<file path="src/design/rhRegPkg.sv">
//////////////////////////////////////////////////////////////////////
// Register offsets and CS1/CS2 field positions
// Host bus request and response structs
// Internal register write bundle
//////////////////////////////////////////////////////////////////////
`default_nettype none

package rhRegPkg;

   // Register select on the host bus
   typedef logic [1:0] rhRegOffset_t;

   localparam rhRegOffset_t cs1Offset = 2'd0;
   localparam rhRegOffset_t wcOffset  = 2'd1;
   localparam rhRegOffset_t baOffset  = 2'd2;
   localparam rhRegOffset_t cs2Offset = 2'd3;

   ///////////////////////////////////////////////////////////////////
   // CS1 fields
   localparam int cs1GoBit   = 0;
   localparam int cs1FuncLsb = 1;
   localparam int cs1FuncMsb = 5;
   // Read only
   localparam int cs1RdyBit  = 7;
   localparam int cs1BaeLsb  = 8;
   localparam int cs1BaeMsb  = 9;

   // CS2 fields, CLR is a write-one pulse
   localparam int cs2BaiBit  = 3;
   localparam int cs2ClrBit  = 5;

   ///////////////////////////////////////////////////////////////////
   typedef struct packed {
      logic         write;
      rhRegOffset_t offset;
      logic         loByte;
      logic         hiByte;
      logic [15:0]  data;
   } rhHostReq_t;

   typedef struct packed {
      logic [15:0] data;
   } rhHostRsp_t;

   // One-hot strobes, valid only in the accept cycle
   typedef struct packed {
      logic        cs1;
      logic        wc;
      logic        ba;
      logic        cs2;
      logic        loByte;
      logic        hiByte;
      logic [15:0] data;
   } rhRegWrite_t;

endpackage

`default_nettype wire

</file>
<file path="src/design/rhDmaPkg.sv">
//////////////////////////////////////////////////////////////////////
// DMA side definitions
// Function code type and word transfer request
//////////////////////////////////////////////////////////////////////
`default_nettype none

package rhDmaPkg;

   // Unibus style 18-bit address
   localparam int rhAddrWidth = 18;

   typedef logic [4:0] rhFunc_t;

   // One word transfer, address is always even
   typedef struct packed {
      logic [rhAddrWidth-1:0] addr;
      rhFunc_t                func;
   } rhDmaReq_t;

endpackage

`default_nettype wire

</file>
<file path="src/design/rhRegDecode.sv">
//////////////////////////////////////////////////////////////////////
// Host bus front end
// Request accept, write strobes by offset, read-back response
//////////////////////////////////////////////////////////////////////
`default_nettype none
`timescale 1ns/100ps

module rhRegDecode (
   input  wire                      clk,
   input  wire                      rstN,
   input  wire rhRegPkg::rhHostReq_t hostReq,
   input  wire                      hostReqValid,
   output logic                     hostReqReady,
   output rhRegPkg::rhHostRsp_t     hostRsp,
   output logic                     hostRspValid,
   input  wire                      hostRspReady,
   output rhRegPkg::rhRegWrite_t    regWrite,
   input  wire  [15:0]              cs1Value,
   input  wire  [15:0]              wcValue,
   input  wire  [15:0]              baValue,
   input  wire  [15:0]              cs2Value
);

   import rhRegPkg::*;

   logic         accept;
   // High in the cycle after accept, registers have settled
   logic         captureStage;
   rhRegOffset_t pendingOffset;
   logic [15:0]  readMux;

   // Only one request in flight
   assign hostReqReady = !captureStage && !hostRspValid;
   assign accept       = hostReqValid && hostReqReady;

   ///////////////////////////////////////////////////////////////////
   // Write strobes
   always_comb
   begin
      regWrite        = '0;
      regWrite.loByte = hostReq.loByte;
      regWrite.hiByte = hostReq.hiByte;
      regWrite.data   = hostReq.data;
      if (accept && hostReq.write)
      begin
         case (hostReq.offset)
            cs1Offset: regWrite.cs1 = 1'b1;
            wcOffset:  regWrite.wc  = 1'b1;
            baOffset:  regWrite.ba  = 1'b1;
            default:   regWrite.cs2 = 1'b1;
         endcase
      end
   end

   // Read-back select
   always_comb
   begin
      case (pendingOffset)
         cs1Offset: readMux = cs1Value;
         wcOffset:  readMux = wcValue;
         baOffset:  readMux = baValue;
         default:   readMux = cs2Value;
      endcase
   end

   ///////////////////////////////////////////////////////////////////
   // Response handshake
   always_ff @(posedge clk)
   begin
      if (!rstN)
      begin
         captureStage <= 1'b0;
         hostRspValid <= 1'b0;
      end
      else
      begin
         captureStage <= accept;
         if (captureStage)
            hostRspValid <= 1'b1;
         else if (hostRspReady)
            hostRspValid <= 1'b0;
      end
   end

   // Offset and read data
   always_ff @(posedge clk)
   begin
      if (accept)
         pendingOffset <= hostReq.offset;
      if (captureStage)
         hostRsp.data <= readMux;
   end

   // Pending response must hold under back-pressure
   assert property (@(posedge clk) disable iff (!rstN)
      hostRspValid && !hostRspReady |=> hostRspValid && $stable(hostRsp));

endmodule

`default_nettype wire

</file>
<file path="src/design/rhControlStatus.sv">
//////////////////////////////////////////////////////////////////////
// CS1 and CS2 registers
// GO start, ready flag, increment inhibit, controller clear
//////////////////////////////////////////////////////////////////////
`default_nettype none
`timescale 1ns/100ps

module rhControlStatus (
   input  wire                       clk,
   input  wire                       rstN,
   input  wire rhRegPkg::rhRegWrite_t regWrite,
   input  wire                       seqDone,
   input  wire  [1:0]                baExt,
   output logic [15:0]               cs1Value,
   output logic [15:0]               cs2Value,
   output rhDmaPkg::rhFunc_t         func,
   output logic                      goStart,
   output logic                      ready,
   output logic                      incInhibit,
   output logic                      ctrlClear
);

   import rhRegPkg::*;
   import rhDmaPkg::*;

   logic    cs1LoWrite;
   logic    cs2LoWrite;
   // Function code as read back in CS1
   rhFunc_t funcReg;

   assign cs1LoWrite = regWrite.cs1 && regWrite.loByte;
   assign cs2LoWrite = regWrite.cs2 && regWrite.loByte;

   // GO only counts while idle
   assign goStart = cs1LoWrite && regWrite.data[cs1GoBit] && ready;

   always_ff @(posedge clk)
   begin
      if (!rstN)
      begin
         ready      <= 1'b1;
         incInhibit <= 1'b0;
         ctrlClear  <= 1'b0;
         funcReg    <= '0;
         func       <= '0;
      end
      else
      begin
         // One cycle pulse after the CS2 write
         ctrlClear <= cs2LoWrite && regWrite.data[cs2ClrBit];
         if (ctrlClear)
         begin
            ready      <= 1'b1;
            incInhibit <= 1'b0;
            funcReg    <= '0;
            func       <= '0;
         end
         else
         begin
            if (seqDone)
               ready <= 1'b1;
            else if (goStart)
               ready <= 1'b0;
            // Written even while busy
            if (cs1LoWrite)
               funcReg <= regWrite.data[cs1FuncMsb:cs1FuncLsb];
            // Command code frozen for the whole sequence
            if (goStart)
               func <= regWrite.data[cs1FuncMsb:cs1FuncLsb];
            if (cs2LoWrite)
               incInhibit <= regWrite.data[cs2BaiBit];
         end
      end
   end

   ///////////////////////////////////////////////////////////////////
   // Read-back images, GO and CLR read as zero
   always_comb
   begin
      cs1Value                        = '0;
      cs1Value[cs1FuncMsb:cs1FuncLsb] = funcReg;
      cs1Value[cs1RdyBit]             = ready;
      cs1Value[cs1BaeMsb:cs1BaeLsb]   = baExt;
   end

   always_comb
   begin
      cs2Value            = '0;
      cs2Value[cs2BaiBit] = incInhibit;
   end

   // GO drops ready on the next edge
   assert property (@(posedge clk) disable iff (!rstN)
      goStart |=> !ready);

endmodule

`default_nettype wire

</file>
<file path="src/design/rhBusAddress.sv">
//////////////////////////////////////////////////////////////////////
// 18-bit bus address register
// Byte lane load, extension load from CS1, word increment
//////////////////////////////////////////////////////////////////////
`default_nettype none
`timescale 1ns/100ps

module rhBusAddress (
   input  wire                       clk,
   input  wire                       rstN,
   input  wire rhRegPkg::rhRegWrite_t regWrite,
   input  wire                       ready,
   input  wire                       ctrlClear,
   input  wire                       incInhibit,
   input  wire                       wordDone,
   output logic [rhDmaPkg::rhAddrWidth-1:0] busAddr,
   output logic [15:0]               baValue,
   output logic [1:0]                baExt
);

   import rhRegPkg::*;

   // Word address, bit 0 is implied zero
   logic [17:1] addr;
   logic        extLoad;
   logic        incStep;

   // BAE only writable while idle
   assign extLoad = regWrite.cs1 && regWrite.hiByte && ready;
   assign incStep = wordDone && !incInhibit;

   always_ff @(posedge clk)
   begin
      if (!rstN || ctrlClear)
         addr <= '0;
      else if (extLoad)
         addr[17:16] <= regWrite.data[cs1BaeMsb:cs1BaeLsb];
      else if (regWrite.ba)
      begin
         if (regWrite.hiByte)
            addr[15:8] <= regWrite.data[15:8];
         if (regWrite.loByte)
            addr[7:1] <= regWrite.data[7:1];
      end
      else if (incStep)
         // Plus one word is plus two bytes
         addr <= addr + 1'b1;
   end

   assign busAddr = {addr, 1'b0};
   assign baValue = busAddr[15:0];
   assign baExt   = busAddr[17:16];

   // Words only move while busy, so a BAE load never meets a step
   assert property (@(posedge clk) disable iff (!rstN)
      wordDone |-> !ready);

endmodule

`default_nettype wire

</file>
<file path="src/design/rhWordCount.sv">
//////////////////////////////////////////////////////////////////////
// Word count register
// Counts up towards zero, flags the final word
//////////////////////////////////////////////////////////////////////
`default_nettype none
`timescale 1ns/100ps

module rhWordCount #(
   parameter int countWidth = 16
) (
   input  wire                       clk,
   input  wire                       rstN,
   input  wire rhRegPkg::rhRegWrite_t regWrite,
   input  wire                       ctrlClear,
   input  wire                       wordDone,
   output logic [15:0]               wcValue,
   output logic                      lastWord
);

   logic [countWidth-1:0] count;
   // Lane merge at full register width
   logic [15:0]           loadValue;

   assign wcValue = 16'(count);

   always_comb
   begin
      loadValue = wcValue;
      if (regWrite.hiByte)
         loadValue[15:8] = regWrite.data[15:8];
      if (regWrite.loByte)
         loadValue[7:0] = regWrite.data[7:0];
   end

   always_ff @(posedge clk)
   begin
      if (!rstN || ctrlClear)
         count <= '0;
      // Host write beats the increment
      else if (regWrite.wc)
         count <= loadValue[countWidth-1:0];
      else if (wordDone)
         count <= count + 1'b1;
   end

   // All ones, next word wraps to zero
   assign lastWord = &count;

endmodule

`default_nettype wire

</file>
<file path="src/design/rhDmaSequencer.sv">
//////////////////////////////////////////////////////////////////////
// DMA sequencer
// Idle/active FSM issuing one request per word
//////////////////////////////////////////////////////////////////////
`default_nettype none
`timescale 1ns/100ps

module rhDmaSequencer (
   input  wire                              clk,
   input  wire                              rstN,
   input  wire                              goStart,
   input  wire                              ctrlClear,
   input  wire  [rhDmaPkg::rhAddrWidth-1:0] busAddr,
   input  wire rhDmaPkg::rhFunc_t           func,
   input  wire                              lastWord,
   output rhDmaPkg::rhDmaReq_t              dmaReq,
   output logic                             dmaValid,
   input  wire                              dmaReady,
   output logic                             wordDone,
   output logic                             seqDone
);

   typedef enum logic {
      seqIdle,
      seqActive
   } seqState_t;

   seqState_t state;

   ///////////////////////////////////////////////////////////////////
   // FSM
   always_ff @(posedge clk)
   begin
      if (!rstN)
         state <= seqIdle;
      else
      begin
         case (state)
            seqIdle:
               if (goStart)
                  state <= seqActive;
            default:
               // Clear aborts mid-sequence
               if (ctrlClear || seqDone)
                  state <= seqIdle;
         endcase
      end
   end

   assign dmaValid = (state == seqActive);

   // Address and function come straight from the registers
   assign dmaReq.addr = busAddr;
   assign dmaReq.func = func;

   // One accepted word
   assign wordDone = dmaValid && dmaReady;
   // Final word taken, back to ready
   assign seqDone  = wordDone && lastWord;

   // Request holds until accepted, unless aborted
   assert property (@(posedge clk) disable iff (!rstN)
      dmaValid && !dmaReady && !ctrlClear |=> dmaValid && $stable(dmaReq));

endmodule

`default_nettype wire

</file>
<file path="src/design/rhController.sv">
//////////////////////////////////////////////////////////////////////
// RH11-style controller top level
// Host register access and DMA word requests
//////////////////////////////////////////////////////////////////////
`default_nettype none
`timescale 1ns/100ps

module rhController #(
   parameter int countWidth = 16
) (
   input  wire                       clk,
   input  wire                       rstN,
   input  wire rhRegPkg::rhHostReq_t  hostReq,
   input  wire                       hostReqValid,
   output logic                      hostReqReady,
   output rhRegPkg::rhHostRsp_t      hostRsp,
   output logic                      hostRspValid,
   input  wire                       hostRspReady,
   output rhDmaPkg::rhDmaReq_t       dmaReq,
   output logic                      dmaValid,
   input  wire                       dmaReady
);

   import rhRegPkg::*;
   import rhDmaPkg::*;

   rhRegWrite_t            regWrite;
   logic [15:0]            cs1Value;
   logic [15:0]            wcValue;
   logic [15:0]            baValue;
   logic [15:0]            cs2Value;
   rhFunc_t                func;
   logic                   goStart;
   logic                   ready;
   logic                   incInhibit;
   logic                   ctrlClear;
   logic [rhAddrWidth-1:0] busAddr;
   logic [1:0]             baExt;
   logic                   lastWord;
   logic                   wordDone;
   logic                   seqDone;

   ///////////////////////////////////////////////////////////////////
   // Host side
   rhRegDecode i_regDecode (
      .clk(clk), .rstN(rstN),
      .hostReq(hostReq), .hostReqValid(hostReqValid), .hostReqReady(hostReqReady),
      .hostRsp(hostRsp), .hostRspValid(hostRspValid), .hostRspReady(hostRspReady),
      .regWrite(regWrite),
      .cs1Value(cs1Value), .wcValue(wcValue), .baValue(baValue), .cs2Value(cs2Value)
   );

   rhControlStatus i_controlStatus (
      .clk(clk), .rstN(rstN), .regWrite(regWrite), .seqDone(seqDone), .baExt(baExt),
      .cs1Value(cs1Value), .cs2Value(cs2Value), .func(func), .goStart(goStart),
      .ready(ready), .incInhibit(incInhibit), .ctrlClear(ctrlClear)
   );

   // Address and count registers
   rhBusAddress i_busAddress (
      .clk(clk), .rstN(rstN), .regWrite(regWrite), .ready(ready),
      .ctrlClear(ctrlClear), .incInhibit(incInhibit), .wordDone(wordDone),
      .busAddr(busAddr), .baValue(baValue), .baExt(baExt)
   );

   rhWordCount #(.countWidth(countWidth)) i_wordCount (
      .clk(clk), .rstN(rstN), .regWrite(regWrite), .ctrlClear(ctrlClear),
      .wordDone(wordDone), .wcValue(wcValue), .lastWord(lastWord)
   );

   // DMA side
   rhDmaSequencer i_dmaSequencer (
      .clk(clk), .rstN(rstN), .goStart(goStart), .ctrlClear(ctrlClear),
      .busAddr(busAddr), .func(func), .lastWord(lastWord),
      .dmaReq(dmaReq), .dmaValid(dmaValid), .dmaReady(dmaReady),
      .wordDone(wordDone), .seqDone(seqDone)
   );

endmodule

`default_nettype wire

</file>
<file path="config.mk">
export PLATFORM = sky130hd
export DESIGN_NAME = rhController
export DESIGN_NICKNAME = d
export VERILOG_FILES = /design/src/design/rhRegPkg.sv /design/src/design/rhDmaPkg.sv /design/src/design/rhRegDecode.sv /design/src/design/rhControlStatus.sv /design/src/design/rhBusAddress.sv /design/src/design/rhWordCount.sv /design/src/design/rhDmaSequencer.sv /design/src/design/rhController.sv
export SDC_FILE = /design/constraint.sdc
export NUM_CORES = 1
export LEC_CHECK = 0
export ABC_CLOCK_PERIOD_IN_PS = 3000
export BUFFER_PORTS_ARGS = -buffer_cell sky130_fd_sc_hd__buf_4
export CAP_MARGIN = 40
export CORE_AREA = 3 3 93 95
export CTS_CLUSTER_SIZE = 12
export DETAILED_ROUTE_END_ITERATION = 16
export DIE_AREA = 0 0 96 98
export GPL_TIMING_DRIVEN = 0
export PLACE_DENSITY_LB_ADDON = 0.05
export SLEW_MARGIN = 40
export SYNTH_ARGS = -nofsm -noshare
export SYNTH_HDL_FRONTEND = slang
export SYNTH_SLANG_ARGS = --single-unit
export TNS_END_PERCENT = 30
</file>
<file path="constraint.sdc">
create_clock -name clk -period 3 [get_ports clk]
set_clock_uncertainty 0.2 [all_clocks]
set_input_delay 0.3 -clock clk [delete_from_list [all_inputs] [get_ports clk]]
set_output_delay 0.3 -clock clk [all_outputs]
set_load 0.01 [all_outputs]
</file>
* Word-level counts from Yosys, hierarchy flattened
Index checks and enable logic that the tools add are counted.
** Operators by class
- Add/sub/neg operators :: 2
- Multiplexer cells :: 20
- Bitwise logic cells :: 2
- Reductions and logical operators :: 34
- Eq/ne operators :: 9
** Operator list (number)
- $pmux W16 S3 :: 1
- $mux W16 :: 2
- $add A17 B1 Y17 const B :: 1
- $mux W17 :: 1
- $add A16 B1 Y16 const B :: 1
- $mux W8 :: 2
- $reduce_and A16 Y1 :: 1
- $mux W15 :: 1
- $logic_and A1 B1 Y1 :: 13
- $ne A2 B2 Y1 const B :: 5
- $mux W1 :: 9
- $reduce_bool A2 Y1 :: 4
- $mux W7 :: 1
- $reduce_and A2 Y1 :: 3
- $reduce_and A3 Y1 :: 2
- $reduce_or A3 Y1 :: 2
- $eq A2 B1 Y1 const B :: 2
- $eq A2 B2 Y1 const B :: 2
- $logic_not A1 Y1 :: 4
- $logic_not A2 Y1 :: 2
- $mux W2 :: 2
- $mux W4 :: 1
- $logic_or A1 B1 Y1 :: 2
- $not A1 Y1 :: 2
- $reduce_or A2 Y1 :: 1
** Word-level totals
- Bits in registers :: 67
- Logic and storage cells :: 82
- Output and inout bits :: 42
- Input bits :: 26

* Logic depth before layout (Yosys ltp)
- Depth after elaboration :: 10
- Gate-level depth with buffers :: 8
- Depth with buffers taken out :: 6

* Cells and area by module
From an unflattened synthesis, not the netlist that was laid out.
** Second synthesis, totals
- Cell total of the unflattened synthesis :: 479
- Area, all modules :: 4575.6 um^2
** Modules (own cells, without submodules)
- rhBusAddress :: area an instance 1373.8 um^2, sequential area each 340.3 um^2, cells each 179, times used 1
- rhRegDecode :: area an instance 1208.7 um^2, sequential area each 580.6 um^2, cells each 70, times used 1
- rhWordCount :: area an instance 991.0 um^2, sequential area each 320.3 um^2, cells each 117, times used 1
- rhControlStatus :: area an instance 774.5 um^2, sequential area each 260.2 um^2, cells each 84, times used 1
- rhDmaSequencer :: area an instance 227.7 um^2, sequential area each 20.0 um^2, cells each 29, times used 1

* Least setup slack after synthesis
Ideal clock, no wire load.
- Path kind :: reg2reg
- Start point :: register i_regDecode.captureStage
- End point :: register i_busAddress.addr[10] (netlist bit)
- Data arrival time :: 1.883 ns
- Setup slack :: 0.800 ns
- Setup time :: 0.117 ns
- Clock period less this slack :: 2.200 ns
- Buffers on the path :: 1
- Cell stages (with the launch flop) :: 7
- Required time :: 2.683 ns
- Cells stage by stage :: dfxtp_1 -> nor4bb_1 -> buf_2 -> a32o_1 -> nor2_1 -> nor2_1 -> a32o_1
** Between the ends
- Longest elaborated chain between the ends :: 9
- Elaborated cells between the ends (all ways) :: 12
- Those cells by class :: eq/ne (1); mux (2); bitwise (1); reduce/logical (8)
** Ends and longest elaborated chain
- start: declaration :: line rhRegDecode.sv:28 : logic captureStage;
- start signal: assignment :: line rhRegDecode.sv:77 : captureStage <= accept;
- $logic_not A1 Y1 * :: line rhRegDecode.sv:33 : assign hostReqReady = !captureStage && !hostRspValid;
- $logic_and A1 B1 Y1 * :: line rhRegDecode.sv:33
- $logic_and A1 B1 Y1 * :: line rhRegDecode.sv:34 : assign accept = hostReqValid && hostReqReady;
- $logic_and A1 B1 Y1 * :: line rhRegDecode.sv:44 : if (accept && hostReq.write)
- $mux W4 * :: line rhRegDecode.sv:44
- $logic_and A1 B1 Y1 (2 in a row) :: line rhBusAddress.sv:29 : assign extLoad = regWrite.cs1 && regWrite.hiByte && ready;
- $not A1 Y1 (no source line)
- $reduce_and A3 Y1 (no source line)
- end signal: assignment :: line rhBusAddress.sv:47 : addr <= addr + 1'b1;
- end: declaration :: line rhBusAddress.sv:24 : logic [17:1] addr;
Every way passes the cells marked *; elsewhere a longest branch is shown, timed or not.
A chain may end at the register's enable or synchronous reset.

* Worst setup path after layout
- Start point :: input hostReqValid
- End point :: register i_busAddress.addr[4] (netlist bit)
** Between the ends
- Longest elaborated chain between the ends :: 7
- Elaborated cells between the ends (all ways) :: 10
- Those cells by class :: eq/ne (1); mux (2); bitwise (1); reduce/logical (6)
** Ends and longest elaborated chain
- start: declaration :: line rhController.sv:14 : input wire hostReqValid,
- $logic_and A1 B1 Y1 * :: line rhRegDecode.sv:34
- $logic_and A1 B1 Y1 * :: line rhRegDecode.sv:44
- $mux W4 * :: line rhRegDecode.sv:44
- $logic_and A1 B1 Y1 (2 in a row) :: line rhBusAddress.sv:29
- $not A1 Y1 (no source line)
- $reduce_and A3 Y1 (no source line)
Marks and branches as above.

==> flow_metrics.env <==
export IMPL_grt_pass1_vias=3192
export IMPL_antenna_found_initial=0
export IMPL_cts_buffer_depth=2
export IMPL_finalCritPeriodShare_pct=82.33
export IMPL_ir_drop_mv=0.1808
export IMPL_cts_resized=0
export IMPL_synth_top_family_by_area="simple AND/OR/NAND/NOR gates"
export IMPL_hp_start="rstN"
export IMPL_multiInputGateArea_um2=1859
export IMPL_final_area_um2=4378
export IMPL_slew_headroom_pct=48.00
export IMPL_die_h_um=98
export IMPL_synth_main_ff_cell="dfxtp_1"
export IMPL_period_needed_ns=2.470
export IMPL_synth_most_common_cell="dfxtp_1"
export IMPL_cp_required_ns=3.00
export IMPL_reg2reg_from="i_regDecode.captureStage$_SDFF_PN0_"
export IMPL_synth_mux_area_share_pct=6.119
export IMPL_h_tree_depth=3
export IMPL_clock_latency_ns=0.35
export IMPL_clkSinkCount=67
export IMPL_placed_area_um2=4140
export IMPL_fin_tns_setup_ns=0
export IMPL_dr_pass1_iters=5
export IMPL_numCtsBuffers=9
export IMPL_synth_xor_area_share_pct=0.7471
export IMPL_startpoint_type="input port"
export IMPL_die_area_um2=9408
export IMPL_maxSlewViolCount=0
export IMPL_io_pins=68
export IMPL_reg2reg_depth=6
export IMPL_overflow=0
export IMPL_core_region_area_um2=7807
export IMPL_dp_cells=562
export IMPL_fmax_mhz=404.9
export IMPL_yosys_top_cells_count="49 x dfxtp_1, 46 x nand2_1, 35 x nor2_1"
export IMPL_path_max_fanout=10
export IMPL_cts_clk_slew_worst_paths_ns=0.08
export IMPL_synthAdderAreaFrac_pct=0.7115
export IMPL_final_cells=581
export IMPL_hpwl_um=8044
export IMPL_synth_ff_latch_count=67
export IMPL_grt_max_degree=21
export IMPL_power_per_cell_area_nw_per_um2=442.5
export IMPL_wl_per_cell_um=18.87
export IMPL_place_congestion=0.9056
export IMPL_synth_simple_area_share_pct=24.01
export IMPL_synth_compound_area_share_pct=21.17
export IMPL_ys_types=61
export IMPL_initial_core_util_pct=45.05
export IMPL_vias=3408
export IMPL_drc=0
export IMPL_r2r_end="i_busAddress.addr[10]$_SDFFE_PP0P_"
export IMPL_synth_area_leaders="dfxtp_1 28%, edfxtp_1 15%, nand2_1 4.9%, mux2i_1 4.8%, o21ai_0 4.0%"
export IMPL_critPathCapture="i_busAddress.addr[4]$_SDFFE_PP0P_"
export IMPL_cts_tree="built"
export IMPL_final_layout_size_suffix_gt1_share_pct=21.92
export IMPL_ff2ff_setup_slack_ns=0.57
export IMPL_cp_arrival_ns=2.47
export IMPL_async_flop_share_pct=0
export IMPL_status="finished clean"
export IMPL_synth_edf_count=18
export IMPL_die_x_um=96
export IMPL_syn_area_per_cell_um2=8.927
export IMPL_critPathLaunch="hostReqValid"
export IMPL_synth_cell_area_um2=3517
export IMPL_setup_viol=0
export IMPL_drt_iter0_drc=257
export IMPL_crit_type="input port to flip-flop"
export IMPL_row_count=32
export IMPL_viasPerCell=5.866
export IMPL_synth_top_area_share_pct=27.89
export IMPL_yosysWarnings=0
export IMPL_tightest_slew_ns=0.7799
export IMPL_ys_seq_area_share_pct=43.26
export IMPL_fill_cells=732
export IMPL_holdCritPathClass="input port to flip-flop"
export IMPL_wl_um=10960
export IMPL_area_sequential_um2=1523
export IMPL_critPathCaptureType="flip-flop"
export IMPL_synth_top_area_cell="dfxtp_1"
export IMPL_gr_usage_all_layers_pct=24.09
export IMPL_syn_num_nets=422
export IMPL_finalHoldViolations=0
export IMPL_postRouteAntennaNets=0
export IMPL_grt_pass1_wl_um=17220
export IMPL_diodes=0
export IMPL_p_leak_nw=1.639
export IMPL_root_buffer="clkbuf_8"
export IMPL_synthCells=394
export IMPL_drv_cap=0
export IMPL_rsz0062_at_grt="no"
export IMPL_synthToLayoutAreaGrowth_pct=24.48
export IMPL_final_nets=502
export IMPL_portBuffers=66
-- cells by family after synthesis --
kind of cell | Yosys count
muxes | 20
buffers and inverters | 30
adders and majority gates | 2
other | 1
AOI/OAI and AO/OA | 113
DFF | 67
and+or+nand+nor | 158
xor gates and xnor gates | 3
-- worst min path at each step --
stage / endpoint / cells past startpoint
after floorplan: i_regDecode.pendingOffset[0]$_DFFE_PN_ / 0
after global placement: i_controlStatus.funcReg[4]$_SDFFE_PP0P_ / 2
after detailed placement: i_controlStatus.funcReg[4]$_SDFFE_PP0P_ / 2
after CTS: i_regDecode.hostRspValid$_SDFFE_PN0P_ / 2
after global routing: i_regDecode.hostRspValid$_SDFFE_PN0P_ / 2
final: i_regDecode.hostRspValid$_SDFFE_PN0P_ / 2
-- metal layers --
metal	track usage [%]	wire length, um
met5	0	0
met4	8.643	199
met3	4.622	677
met2	35.21	5008
met1	35.12	5077
-- state kept, by name, indices dropped and copies added, names as in the netlist --
| name | cells |
|---|---|
| i_wordCount.wcValue | 16 |
| i_controlStatus.incInhibit | 1 |
| i_controlStatus.funcReg | 5 |
| i_regDecode.pendingOffset | 2 |
| i_regDecode.hostRsp | 16 |
| i_regDecode.captureStage | 1 |
| i_controlStatus.func | 5 |
| i_controlStatus.ctrlClear | 1 |
| i_regDecode.hostRspValid | 1 |
| i_dmaSequencer.dmaValid | 1 |
| i_busAddress.addr | 17 |
| i_controlStatus.ready | 1 |
-- area by class of cell --
cell class              instances  share of cell area (%)
well taps                     102                   2.915
clock inverters                 2                  0.7716
plain buffers                  25                   2.686
multi-input cells             297                   42.47
inverters                       5                  0.4287
flip-flops and latches         67                   34.78
repair buffers                 69                   12.00
clock buffers                  14                   3.944
-- cell usage in the layout (no fill, tap or decap), types with 9 or more instances in the layout --
cell,instances
mux2i_1,17
clkbuf_1,14
buf_2,10
a21oi_1,25
buf_4,69
o21ai_0,28
nor3_1,10
clkbuf_8,12
edfxtp_1,18
nor2_1,35
nand4_1,9
nand2_1,46
dfxtp_1,48
nand3_1,15
-- report_power, final --
group,total (W),switching [W],internal (W)
logic,0.000180,0.000105,0.0000751
clock network,0.000789,0.000338,0.000451
registers,0.000968,0.0000199,0.000948
total,0.00194,0.000463,0.00147
-- worst max-delay path, cell delays in order --
cell	delay [ns]
dlygate4sd3_1	0.52
buf_4	0.11
nor4bb_1	0.38
buf_2	0.28
nand2_1	0.13
clkbuf_1	0.26
and2_1	0.21
o211ai_1	0.16
o31ai_1	0.10
-- through the flow --
step | total power (W) | setup slack [ns] | util, % | hold slack (ns)
5_1_grt | 0.002002 | 0.4009 | 56.07 | 0.01431
3_3_place_gp | 0.001161 | 0.2743 | 53.03 | 0.2727
3_5_place_dp | 0.001163 | 0.2728 | 53.03 | 0.2861
4_1_cts | 0.001945 | 0.2468 | 56.06 | 0.0002079
6_report | 0.001937 | 0.5301 | 56.07 | 0.003410
2_1_floorplan | 0.001071 | 0.7995 | - | 0.1989
-- repair_timing --
item / in CTS / in global routing
setup buffers: 0 / 0
hold buffers: 3 / 0
hold endpoints to repair: 3 / 0
Note: power is estimated with default switching activity, not from simulation.
